[config.mk]
export PLATFORM = sky130hd
export DESIGN_NAME = scale_top
export DESIGN_NICKNAME = d
export VERILOG_FILES = /design/src/verilog/scale_pkg.sv /design/src/verilog/delay_valid.sv /design/src/verilog/scale_csr.sv /design/src/verilog/scale_mult_pipe.sv /design/src/verilog/scale_top.sv
export SDC_FILE = /design/constraint.sdc
export NUM_CORES = 1
export LEC_CHECK = 0
export BUFFER_PORTS_ARGS = -buffer_cell sky130_fd_sc_hd__buf_2
export CAP_MARGIN = 20
export CORE_ASPECT_RATIO = 0.75
export CORE_UTILIZATION = 45
export CTS_CLUSTER_DIAMETER = 200
export CTS_CLUSTER_SIZE = 24
export DETAILED_ROUTE_END_ITERATION = 8
export PLACE_DENSITY = 0.69
export SYNTH_ARGS = -nofsm -noshare
export SYNTH_HDL_FRONTEND = slang
export SYNTH_SLANG_ARGS = --single-unit
export TNS_END_PERCENT = 50
[constraint.sdc]
create_clock -name clk -period 6.3 [get_ports clk]
set_input_delay 0.945 -clock clk [delete_from_list [all_inputs] [get_ports clk]]
set_output_delay 0.945 -clock clk [all_outputs]
set_load 0.01 [all_outputs]
[src/verilog/scale_pkg.sv]
`default_nettype none

package scale_pkg;

  // --------------------------------------------------
  // Widths and latency
  // --------------------------------------------------

  // Cycles from an accepted sample to its result
  localparam int PIPE_STAGES = 3;

  localparam int SAMPLE_W = 16;
  localparam int TAG_W    = 8;
  localparam int RESULT_W = 32;

  // Register block bus widths
  localparam int AXIL_ADDR_W = 4;
  localparam int AXIL_DATA_W = 32;

  // --------------------------------------------------
  // Enums
  // --------------------------------------------------

  // AXI4-Lite response codes, only the two the slave ever returns
  typedef enum logic [1:0] {
    OKAY   = 2'b00,
    SLVERR = 2'b10
  } axil_resp_e;

  // Register map, byte offsets on a word-aligned bus
  typedef enum logic [AXIL_ADDR_W-1:0] {
    CTRL   = 4'h0,
    GAIN   = 4'h4,
    OFFSET = 4'h8,
    COUNT  = 4'hC
  } csr_reg_e;

  // --------------------------------------------------
  // Structs
  // --------------------------------------------------

  // Stream sample with its sideband tag
  typedef struct packed {
    logic signed [SAMPLE_W-1:0] data;
    logic        [TAG_W-1:0]    tag;
  } sample_t;

  // Stream result, the tag travels unchanged from the sample
  typedef struct packed {
    logic signed [RESULT_W-1:0] value;
    logic        [TAG_W-1:0]    tag;
  } result_t;

  // Configuration handed from the register block to the pipeline
  typedef struct packed {
    logic                       enable;
    logic signed [SAMPLE_W-1:0] gain;
    logic signed [RESULT_W-1:0] offset;
  } scale_cfg_t;

  typedef struct packed {
    logic [AXIL_ADDR_W-1:0] addr;
  } axil_addr_t;

  typedef struct packed {
    logic [AXIL_DATA_W-1:0]   data;
    logic [AXIL_DATA_W/8-1:0] strb;
  } axil_wdata_t;

  typedef struct packed {
    logic [AXIL_DATA_W-1:0] data;
    axil_resp_e             resp;
  } axil_rdata_t;

endpackage

`default_nettype wire

[src/verilog/delay_valid.sv]
`default_nettype none

// Fixed delay line for a valid bit and its payload
// Only the valid bits are reset; each payload register captures
// only when the stage feeding it holds valid data
module delay_valid #(
  parameter int width      = 1,
  parameter int num_stages = 0
) (
  input  logic                  clk,
  input  logic                  rst_n,
  input  logic                  in_valid,
  input  logic [width-1:0]      in,
  output logic                  out_valid,
  output logic [width-1:0]      out,
  // Bit 0 is the input valid, bit num_stages is the output valid
  output logic [num_stages:0]   out_valid_stages
);

  if (num_stages == 0) begin : gen_passthru
    // No registers at all, the output is the input
    assign out_valid        = in_valid;
    assign out              = in;
    assign out_valid_stages = in_valid;
  end else begin : gen_chain
    logic [num_stages-1:0]            valid_q;
    logic [num_stages-1:0][width-1:0] data_q;

    // Valid chain, cleared by reset so nothing spurious leaves the line
    always_ff @(posedge clk or negedge rst_n) begin
      if (!rst_n) begin
        valid_q <= '0;
      end else begin
        valid_q[0] <= in_valid;
        for (int i = 1; i < num_stages; i++) begin
          valid_q[i] <= valid_q[i-1];
        end
      end
    end

    // Payload chain, each stage holds its value while idle
    always_ff @(posedge clk) begin
      if (in_valid) begin
        data_q[0] <= in;
      end
      for (int i = 1; i < num_stages; i++) begin
        if (valid_q[i-1]) begin
          data_q[i] <= data_q[i-1];
        end
      end
    end

    assign out_valid        = valid_q[num_stages-1];
    assign out              = data_q[num_stages-1];
    assign out_valid_stages = {valid_q, in_valid};
  end

endmodule

`default_nettype wire

[src/verilog/scale_csr.sv]
`default_nettype none

// AXI4-Lite register block for the scaler
// One write and one read may be outstanding, each on its own path
module scale_csr (
  input  logic                   clk,
  input  logic                   rst_n,
  input  logic                   awvalid,
  output logic                   awready,
  input  scale_pkg::axil_addr_t  awaddr,
  input  logic                   wvalid,
  output logic                   wready,
  input  scale_pkg::axil_wdata_t wdata,
  output logic                   bvalid,
  input  logic                   bready,
  output scale_pkg::axil_resp_e  bresp,
  input  logic                   arvalid,
  output logic                   arready,
  input  scale_pkg::axil_addr_t  araddr,
  output logic                   rvalid,
  input  logic                   rready,
  output scale_pkg::axil_rdata_t rdata,
  input  logic                   result_fire,
  output scale_pkg::scale_cfg_t  cfg
);
  import scale_pkg::*;

  // CTRL, GAIN and OFFSET live directly in the config struct
  scale_cfg_t             cfg_q;
  logic [AXIL_DATA_W-1:0] count_q;

  // Shared ready for the address and data channels
  logic                   wr_ready_q;
  logic                   wr_fire;
  logic                   ar_fire;
  csr_reg_e               wr_reg;
  csr_reg_e               rd_reg;
  logic                   wr_hit;
  logic                   count_clr;
  axil_rdata_t            rd_word;

  // --------------------------------------------------
  // Address decode
  // --------------------------------------------------

  // Offsets outside the map fall through to the default arms
  always_comb begin
    wr_reg = csr_reg_e'(awaddr.addr);
    case (wr_reg)
      CTRL, GAIN, OFFSET, COUNT: wr_hit = 1'b1;
      default:                   wr_hit = 1'b0;
    endcase
  end

  // Read word as returned on R, sign-extending the 16-bit gain
  always_comb begin
    rd_reg  = csr_reg_e'(araddr.addr);
    rd_word = '{data: '0, resp: OKAY};
    case (rd_reg)
      CTRL:    rd_word.data = {{(AXIL_DATA_W-1){1'b0}}, cfg_q.enable};
      GAIN:    rd_word.data = {{(AXIL_DATA_W-SAMPLE_W){cfg_q.gain[SAMPLE_W-1]}}, cfg_q.gain};
      OFFSET:  rd_word.data = cfg_q.offset;
      COUNT:   rd_word.data = count_q;
      default: rd_word.resp = SLVERR;
    endcase
  end

  // --------------------------------------------------
  // Write path
  // --------------------------------------------------

  assign wr_fire   = wr_ready_q & awvalid & wvalid;
  assign count_clr = wr_fire & (wr_reg == COUNT);
  assign awready   = wr_ready_q;
  assign wready    = wr_ready_q;

  // Ready pulses for one cycle once both channels are offered,
  // and stays low while a write response waits for bready
  always_ff @(posedge clk or negedge rst_n) begin
    if (!rst_n) begin
      wr_ready_q <= 1'b0;
      bvalid     <= 1'b0;
    end else begin
      wr_ready_q <= awvalid & wvalid & ~bvalid & ~wr_ready_q;
      if (wr_fire) begin
        bvalid <= 1'b1;
      end else if (bready) begin
        bvalid <= 1'b0;
      end
    end
  end

  always_ff @(posedge clk) begin
    if (wr_fire) begin
      bresp <= wr_hit ? OKAY : SLVERR;
    end
  end

  // Strobes are ignored and every write replaces the whole register
  always_ff @(posedge clk or negedge rst_n) begin
    if (!rst_n) begin
      cfg_q <= '0;
    end else if (wr_fire) begin
      case (wr_reg)
        CTRL:    cfg_q.enable <= wdata.data[0];
        GAIN:    cfg_q.gain   <= wdata.data[SAMPLE_W-1:0];
        OFFSET:  cfg_q.offset <= wdata.data;
        default: ;
      endcase
    end
  end

  // Result counter, a clear by software beats a coincident result
  always_ff @(posedge clk or negedge rst_n) begin
    if (!rst_n) begin
      count_q <= '0;
    end else if (count_clr) begin
      count_q <= '0;
    end else if (result_fire) begin
      count_q <= count_q + 1'b1;
    end
  end

  assign cfg = cfg_q;

  // --------------------------------------------------
  // Read path
  // --------------------------------------------------

  assign ar_fire = arvalid & arready;

  // arready drops while a read response is pending and comes
  // back the cycle after the master takes it
  always_ff @(posedge clk or negedge rst_n) begin
    if (!rst_n) begin
      arready <= 1'b0;
      rvalid  <= 1'b0;
    end else begin
      arready <= ~(ar_fire | (rvalid & ~rready));
      if (ar_fire) begin
        rvalid <= 1'b1;
      end else if (rready) begin
        rvalid <= 1'b0;
      end
    end
  end

  // Data is sampled at the address handshake and held until taken
  always_ff @(posedge clk) begin
    if (ar_fire) begin
      rdata <= rd_word;
    end
  end

endmodule

`default_nettype wire

[src/verilog/scale_mult_pipe.sv]
`default_nettype none

// Three-stage multiply-add, result = gain * sample + offset
// The tag and valid ride in a delay line beside the arithmetic
module scale_mult_pipe (
  input  logic                  clk,
  input  logic                  rst_n,
  input  logic                  in_valid,
  input  scale_pkg::sample_t    in_sample,
  input  scale_pkg::scale_cfg_t cfg,
  output logic                  out_valid,
  output scale_pkg::result_t    out_result
);
  import scale_pkg::*;

  // A sample only enters when the block is enabled
  logic                       accept;
  // Stage valids from the delay line, bit 0 is the accepted input
  logic [PIPE_STAGES:0]       stage_valid;
  logic [TAG_W-1:0]           tag_out;

  logic signed [SAMPLE_W-1:0] s1_sample;
  logic signed [SAMPLE_W-1:0] s1_gain;
  logic signed [RESULT_W-1:0] s1_offset;
  logic signed [RESULT_W-1:0] s2_prod;
  logic signed [RESULT_W-1:0] s2_offset;
  logic signed [RESULT_W-1:0] s3_sum;

  assign accept = in_valid & cfg.enable;

  // --------------------------------------------------
  // Valid and tag alignment
  // --------------------------------------------------

  delay_valid #(
    .width      (TAG_W),
    .num_stages (PIPE_STAGES)
  ) tag_delay_i (
    .clk              (clk),
    .rst_n            (rst_n),
    .in_valid         (accept),
    .in               (in_sample.tag),
    .out_valid        (out_valid),
    .out              (tag_out),
    .out_valid_stages (stage_valid)
  );

  // --------------------------------------------------
  // Arithmetic stages
  // --------------------------------------------------

  // Stage 1 captures the operands together with the configuration,
  // so later register writes cannot disturb a sample in flight
  always_ff @(posedge clk) begin
    if (stage_valid[0]) begin
      s1_sample <= in_sample.data;
      s1_gain   <= cfg.gain;
      s1_offset <= cfg.offset;
    end
  end

  // Stage 2 forms the full 32-bit signed product
  always_ff @(posedge clk) begin
    if (stage_valid[1]) begin
      s2_prod   <= s1_sample * s1_gain;
      s2_offset <= s1_offset;
    end
  end

  // Stage 3 adds the offset, any overflow simply wraps
  always_ff @(posedge clk) begin
    if (stage_valid[2]) begin
      s3_sum <= s2_prod + s2_offset;
    end
  end

  assign out_result = '{value: s3_sum, tag: tag_out};

endmodule

`default_nettype wire

[src/verilog/scale_top.sv]
`default_nettype none

// Stream scaler top, register block plus arithmetic pipeline
module scale_top (
  input  logic                   clk,
  input  logic                   rst_n,
  // Sample stream, no back-pressure in either direction
  input  logic                   in_valid,
  input  scale_pkg::sample_t     in_sample,
  output logic                   out_valid,
  output scale_pkg::result_t     out_result,
  // AXI4-Lite slave port
  input  logic                   awvalid,
  output logic                   awready,
  input  scale_pkg::axil_addr_t  awaddr,
  input  logic                   wvalid,
  output logic                   wready,
  input  scale_pkg::axil_wdata_t wdata,
  output logic                   bvalid,
  input  logic                   bready,
  output scale_pkg::axil_resp_e  bresp,
  input  logic                   arvalid,
  output logic                   arready,
  input  scale_pkg::axil_addr_t  araddr,
  output logic                   rvalid,
  input  logic                   rready,
  output scale_pkg::axil_rdata_t rdata
);

  // Enable, gain and offset from the registers to the pipeline
  scale_pkg::scale_cfg_t cfg;

  // Every result leaving the pipeline also bumps COUNT
  scale_csr scale_csr_i (
    .clk         (clk),
    .rst_n       (rst_n),
    .awvalid     (awvalid),
    .awready     (awready),
    .awaddr      (awaddr),
    .wvalid      (wvalid),
    .wready      (wready),
    .wdata       (wdata),
    .bvalid      (bvalid),
    .bready      (bready),
    .bresp       (bresp),
    .arvalid     (arvalid),
    .arready     (arready),
    .araddr      (araddr),
    .rvalid      (rvalid),
    .rready      (rready),
    .rdata       (rdata),
    .result_fire (out_valid),
    .cfg         (cfg)
  );

  scale_mult_pipe scale_mult_pipe_i (
    .clk        (clk),
    .rst_n      (rst_n),
    .in_valid   (in_valid),
    .in_sample  (in_sample),
    .cfg        (cfg),
    .out_valid  (out_valid),
    .out_result (out_result)
  );

endmodule

`default_nettype wire
==> out/metrics.cfg, run 1 <==
[pwr]
ir_worst_vdd_v = 0.0003857
power_leakage_nw = 11.53
total_power_w = 0.008264
p_per_area_mw_per_mm2 = 327.3

[logic_synthesis]
synth_fa_ha_area_frac = 0.3011
synth-warning-count = 0
synth-compound-area-share = 0.06221
yosysTopAreaCellShare = 0.2946
syn_avg_cell_area_um2 = 11.76
synth_top_family_by_area = adder cells
yosysTopAreaCell = edfxtp_1
synthMuxAreaShare = 0.04200
synthSimpleGateAreaFrac = 0.1010
synthCells = 1890
ys_seq_area_frac = 0.3937
synth_seq_cells = 306
yosysUniqueCellTypes = 64
synthesis.area_mm2 = 0.02222
synth_xor_area_frac = 0.03547
synth_edf_count = 218
yosys-top-cells-area = edfxtp_1, fa_1, dfrtp_1
synthFlopType = edfxtp_1
ys_async_sr_fraction = 0.2876

[timing]
clock.fmax_mhz = 163.1
rsz0062_at_grt = true
tightest_slew_ns = 1.041
setup_viol = 0
period_share = 0.9735
relSlewSlack = 0.3060
period_needed_ns = 6.133
final_max_slew_viol_count = 0
skew_ns = 0.05269
hold_viol = 0

[detailed_routing]
drtPass1Iterations = 5
wire_per_inst_um = 17.54
drt_iter0_markers = 875
vias = 14390
routed_wl_um = 48920
post-route-drc-count = 0
ant_nets = 0
viasPerCell = 5.160

[floorplan]
fp.dieArea_mm2 = 0.05028
boundaryPins = 158
dieHeight_um = 194.5
start_util = 0.4555
die_w_um = 258.6
core-area_mm2 = 0.04878
placementRows = 70

[status]
status = complete, no violations

[final_layout]
num-fill-cells = 4238
drive_gt1_frac = 0.2098
final_nets = 2583
final_cell_mix = inv_1, fa_1, edfxtp_1
area_growth_syn_to_layout_pct = 13.60
fin_util = 0.5175
final_common_cell = inv_1

[global_routing]
grt_pass1_vias = 14780
grt_pass1_wl_um = 78800
grt_max_degree = 77
antenna_found_initial = 2
grt_util_all_layers = 0.1996
grt_overflow = 0

[setup_path]
crit_required_ns = 6.58
arrival_ns = 6.42
startpoint_type = register
crit_family = adder cells
critPathMaxFanout = 5
path_buf_inv = 6
end_kind = register
slowest_delay_ns = 0.63
path_common_cell = fa_1
crit_chain = buf_6 -> buf_4 -> and2_4 -> fa_1 -> inv_1 -> fa_1 -> fa_2 -> inv_1 -> fa_2 -> fa_1 -> fa_1 -> ha_4 -> buf_4 -> and3_1 -> and3_4 -> o311a_4 -> o21ai_1 -> buf_4 -> nand2_2 -> or3_4 -> a21oi_2 -> xnor2_1
crit_slowest_cell = fa_1
path_class = register to register

[cts]
cts_buffers = 16
cts_hold_buf = 0
cts_max_path_buffers = 3
cts_tree = done
cts.clk_slew.worst_paths_ns = 0.13
cts-root-buf = clkbuf_16
htree_levels = 1
clock_latency_ns = 0.55
clock-sinks = 306

[placement]
port_buffers = 151
dpl.hpwl_um = 38590
gp_congestion = 0.8608

[flow_run]
drv_cap = 0

[worst_hold_path]
hold_class = input pin to async pin

-- sequential cells by signal (all words and copies together), names as in the netlist --
register and count:
scale_mult_pipe_i.tag_delay_i.out 8, scale_mult_pipe_i.s2_offset 32, scale_mult_pipe_i.s2_prod 32, scale_mult_pipe_i.tag_delay_i.gen_chain.data_q 16
scale_mult_pipe_i.s1_sample 16, scale_mult_pipe_i.tag_delay_i.gen_chain.valid_q 3, scale_csr_i.arready 1, scale_csr_i.bresp 1
scale_mult_pipe_i.s1_offset 32, scale_csr_i.bvalid 1, scale_csr_i.rvalid 1, scale_csr_i.count_q 32
scale_mult_pipe_i.s1_gain 16, scale_csr_i.rdata 33, scale_csr_i.cfg 49, scale_csr_i.awready 1
scale_mult_pipe_i.s3_sum 32
-- routing by layer --
layer  vias to the layer above  track usage  part of all wire  wire length, um
li1                       6594            -                 -                -
met1                      7368       0.2997              0.46            22490
met2                       385       0.3144              0.47            23070
met3                        44      0.02321             0.053             2615
met4                         0      0.03594             0.015              743
met5                         -            0                 0                0
-- cells by family after synthesis --
family | after synthesis
mux | 82
fa+ha+maj | 377
flops | 306
compound gates | 201
xor+xnor | 90
simple gates | 463
buf+inv | 370
other cells | 1
-- power breakdown --
group	switching [W]	internal [W]	total, W
Combinational	0.00235	0.00220	0.00454
Sequential	0.0000843	0.00247	0.00255
Clock	0.000652	0.000512	0.00116
Total	0.00309	0.00518	0.00826
-- cell usage after synthesis (all sizes together), types with 6 or more instances --
library cell    n
inv           303
fa            263
edfxtp        218
nand2         170
and2          125
ha            114
dfrtp          88
nor2           87
mux2           80
a21oi          65
clkbuf         52
xnor2          52
xor2           38
o21ai          30
a21o           27
nand3          18
o21a           16
a22oi          15
buf            15
nand2b         14
a211oi         10
and3           10
nor2b           9
nor3            7
nand4           6
-- stage by stage --
step                      setup TNS [ns]  instance area [um^2]  instances  hold slack (ns)  worst slack [ns]
final                                  0                 25240       2789           0.2582            0.1672
after global routing             -0.1087                 25240       2789           0.2495          -0.03212
after CTS                        -0.1134                 24850       2763           0.2445          -0.07782
after detailed placement         -0.5081                 24350       2733           0.4045           -0.2018
after global placement           -0.3337                 24350       2733           0.4012           -0.1938
after floorplan                        0                 22230       1891           0.4003            0.1275
-- worst paths after layout --
check | from | to | slack (ns) | cells after the start
max in group asynchronous | rst_n | scale_mult_pipe_i.tag_delay_i.gen_chain.valid_q[0]$_DFF_PN0_ | 5.21 | 3
max | scale_mult_pipe_i.s1_sample[8]$_DFFE_PP_ | scale_mult_pipe_i.s2_prod[25]$_DFFE_PP_ | 0.17 | 22
min in group clk | scale_mult_pipe_i.s1_offset[23]$_DFFE_PP_ | scale_mult_pipe_i.s2_offset[23]$_DFFE_PP_ | 0.42 | 0
max reg2reg | scale_mult_pipe_i.s1_sample[8]$_DFFE_PP_ | scale_mult_pipe_i.s2_prod[25]$_DFFE_PP_ | 0.17 | 22
min | rst_n | scale_csr_i.cfg[29]$_DFFE_PN0P_ | 0.26 | 1
min reg2reg | scale_mult_pipe_i.s1_offset[23]$_DFFE_PP_ | scale_mult_pipe_i.s2_offset[23]$_DFFE_PP_ | 0.42 | 0
-- repair_timing --
item | in CTS | in global routing
buffers inserted | 2 | 23
cloned | 0 | 1
resized for setup | 4 | 50
endpoints found under the setup margin | 6 | 13
pin swaps | 1 | 28
-- final cells by class --
cell class	instances	area, um^2	area share
multi-input cells	1215	12240	0.4848
diodes	1	2.502	0.00009913
clock inverters	1	7.507	0.0002974
flip-flops and latches	306	8751	0.3466
well taps	648	810.8	0.03212
clock buffers	27	464.2	0.01839
repair buffers	288	1833	0.07261
inverters	303	1137	0.04505
Note: power is estimated with default switching activity, not from simulation.
==> run 2, diff against run 1 <==
==> constraint.sdc (replaced) <==
create_clock -name clk -period 6.3 [get_ports clk]
set_input_delay 1.26 -clock clk [delete_from_list [all_inputs] [get_ports clk]]
set_output_delay 1.26 -clock clk [all_outputs]
set_load 0.01 [all_outputs]
==> out/metrics.cfg, run 2 (synthesis results as in run 1) <==
[final_layout]
largest_reg_flops = 49  ; unchanged
drive_gt1_frac = 0.2040  ; -0.005770
design_area_mm2 = 0.02514  ; -0.41%
final_cell_mix = inv_1, fa_1, edfxtp_1
final_nets = 2570  ; -0.50%
final_common_cell = inv_1
area_growth_syn_to_layout_pct = 13.14

[cts]
htree_levels = 1  ; unchanged
cts_buffers = 16  ; unchanged
cts.clk_slew.worst_paths_ns = 0.10  ; -0.03 ns
clock-sinks = 306  ; unchanged
cts_tree = done
clock_latency_ns = 0.55  ; about the same
cts_hold_buf = 0  ; unchanged
cts-root-buf = clkbuf_16
cts_max_path_buffers = 3  ; unchanged

[detailed_routing]
routed_wl_um = 48690  ; -0.48%
drtPass1Iterations = 5  ; unchanged
viasPerCell = 5.182  ; +0.42%
vias = 14380  ; -0.049%
post-route-drc-count = 0  ; unchanged
wire_per_inst_um = 17.54  ; about the same
ant_nets = 0  ; unchanged
drt_iter0_markers = 1055  ; +21%

[global_routing]
antenna_found_initial = 1  ; -1
grt_overflow = 0  ; unchanged
grt_max_degree = 74  ; -3.9%
grt_pass1_vias = 15020  ; +1.6%
grt_pass1_wl_um = 79260  ; +0.59%
grt_util_all_layers = 0.1998  ; +0.0002755

[worst_hold_path]
hold_class = register to register

[setup_path]
critPathMaxFanout = 8  ; +3
path_class = register to register
slowest_delay_ns = 0.56  ; -0.07 ns
crit_slowest_cell = fa_1
crit_chain = buf_4 -> buf_4 -> and2_1 -> fa_1 -> inv_1 -> fa_2 -> fa_2 -> inv_1 -> fa_2 -> fa_1 -> fa_1 -> ha_4 -> buf_4 -> and3_1 -> and3_1 -> o311a_4 -> o21ai_2 -> buf_6 -> nand2_1 -> or3_4 -> a21oi_2 -> xnor2_1
startpoint_type = register
crit_required_ns = 6.57  ; about the same
end_kind = register
arrival_ns = 6.35  ; -0.07 ns

[timing]
clock.fmax_mhz = 164.4  ; +0.81%
final_max_slew_viol_count = 0  ; unchanged
skew_ns = 0.05758  ; +0.004887 ns
tightest_slew_ns = 1.039  ; -0.002501 ns
setup_viol = 0  ; unchanged
relSlewSlack = 0.3076  ; +0.001667
period_share = 0.9657  ; -0.007813
hold_viol = 0  ; unchanged
final.setup.tns_ns = 0  ; unchanged
period_needed_ns = 6.084  ; -0.04922 ns

[placement]
dpl.hpwl_um = 38540  ; -0.12%
gp_congestion = 0.8685  ; +0.89%
place_area_mm2 = 0.02433  ; about the same
port_buffers = 151  ; unchanged

[floorplan]
die_w_um = 258.6  ; unchanged
start_util = 0.4555  ; unchanged
fp.dieArea_mm2 = 0.05028  ; unchanged
boundaryPins = 158  ; unchanged
dieHeight_um = 194.5  ; unchanged
placementRows = 70  ; unchanged
core-area_mm2 = 0.04878  ; unchanged

[pwr]
p_per_area_mw_per_mm2 = 326.9  ; -0.13%
power_leakage_nw = 11.48  ; -0.48%
power_frac_clock = 0.142  ; about the same
p_sw_w = 0.003069  ; -0.52%
power_frac_seq = 0.311  ; +0.002
comb_power_share = 0.548  ; -0.002
ir_worst_vdd_v = 0.0004085  ; +5.9%
power_switching_share = 0.3734  ; about the same
p_int_w = 0.005150  ; -0.55%

[status]
status = complete, no violations

[flow_run]
drv_cap = 0  ; unchanged

[run 2: changes by cell type in the layout (fill, tap and decap cells not counted), sizes merged]
cell / previous run / this run
buf: 288 / 275
clkinv: 0 / 1
clkinvlp: 1 / 0
[run 2: area by class of cell]
class	instances	area [um^2]
Timing Repair Buffer	275	1740
Multi-Input combinational cell	1215	12230
Clock buffer	27	462.9
Inverter	303	1137
Clock inverter	1	8.758
Antenna cell	1	2.502
Tap cell	648	810.8
Sequential cell	306	8751
Fill cell	4207	23640
[run 2: power by group through the flow]
stage,registers (W),logic [W],clock network [W]
6_report,0.00255,0.00450,0.00116
3_3_place_gp,0.00259,0.00405,0
4_1_cts,0.00256,0.00421,0.00119
3_5_place_dp,0.00260,0.00414,0
2_1_floorplan,0.00258,0.00291,0
5_1_grt,0.00257,0.00506,0.00126
[run 2: what timing repair did]
action,CTS,global route
pin swaps,0,31
resized for setup,6,49
cloned,0,0
endpoints found under the hold margin,0,0
buffers inserted,2,14
endpoints found under the setup margin,9,13
[run 2: metrics by stage]
step	power, W	setup slack [ns]	util	hold slack (ns)	std cells
2_1_floorplan	0.005487	0.1275	-	0.4003	1891
5_1_grt	0.008893	-0.03073	0.5154	0.4308	2776
6_report	0.008219	0.2164	0.5154	0.4252	2776
3_5_place_dp	0.006744	-0.3608	0.4987	0.4045	2731
4_1_cts	0.007960	0.006233	0.5091	0.4259	2761
3_3_place_gp	0.006643	-0.2011	0.4987	0.4019	2731
[run 2: final timing paths]
kind / start / to / cells past startpoint / slack, ns
max: scale_mult_pipe_i.s1_gain[4]$_DFFE_PP_ / scale_mult_pipe_i.s2_prod[25]$_DFFE_PP_ / 22 / 0.22
min: scale_mult_pipe_i.s1_offset[2]$_DFFE_PP_ / scale_mult_pipe_i.s2_offset[2]$_DFFE_PP_ / 0 / 0.43
max reg2reg: scale_mult_pipe_i.s1_gain[4]$_DFFE_PP_ / scale_mult_pipe_i.s2_prod[25]$_DFFE_PP_ / 22 / 0.22
min reg2reg: scale_mult_pipe_i.s1_offset[2]$_DFFE_PP_ / scale_mult_pipe_i.s2_offset[2]$_DFFE_PP_ / 0 / 0.43
max in group asynchronous: rst_n / scale_mult_pipe_i.tag_delay_i.gen_chain.valid_q[1]$_DFF_PN0_ / 2 / 4.46
min in group asynchronous: rst_n / scale_csr_i.cfg[30]$_DFFE_PN0P_ / 1 / 0.60
[run 2: per-layer routing]
layer	part of all wire	global-route usage
met1	0.46	0.2976
met3	0.059	0.03143
met2	0.47	0.3127
met4	0.015	0.03331
met5	0	0
[run 2: worst max-delay path: cells and delay by family, from the launching register on]
family | cells | cell delay (ns)
adders and majority gates | 7 | 3.27
DFF | 1 | 0.41
buffers and inverters | 6 | 0.74
AOI/OAI and AO/OA | 3 | 0.41
and+or+nand+nor | 5 | 0.95
xor gates and xnor gates | 1 | 0.07
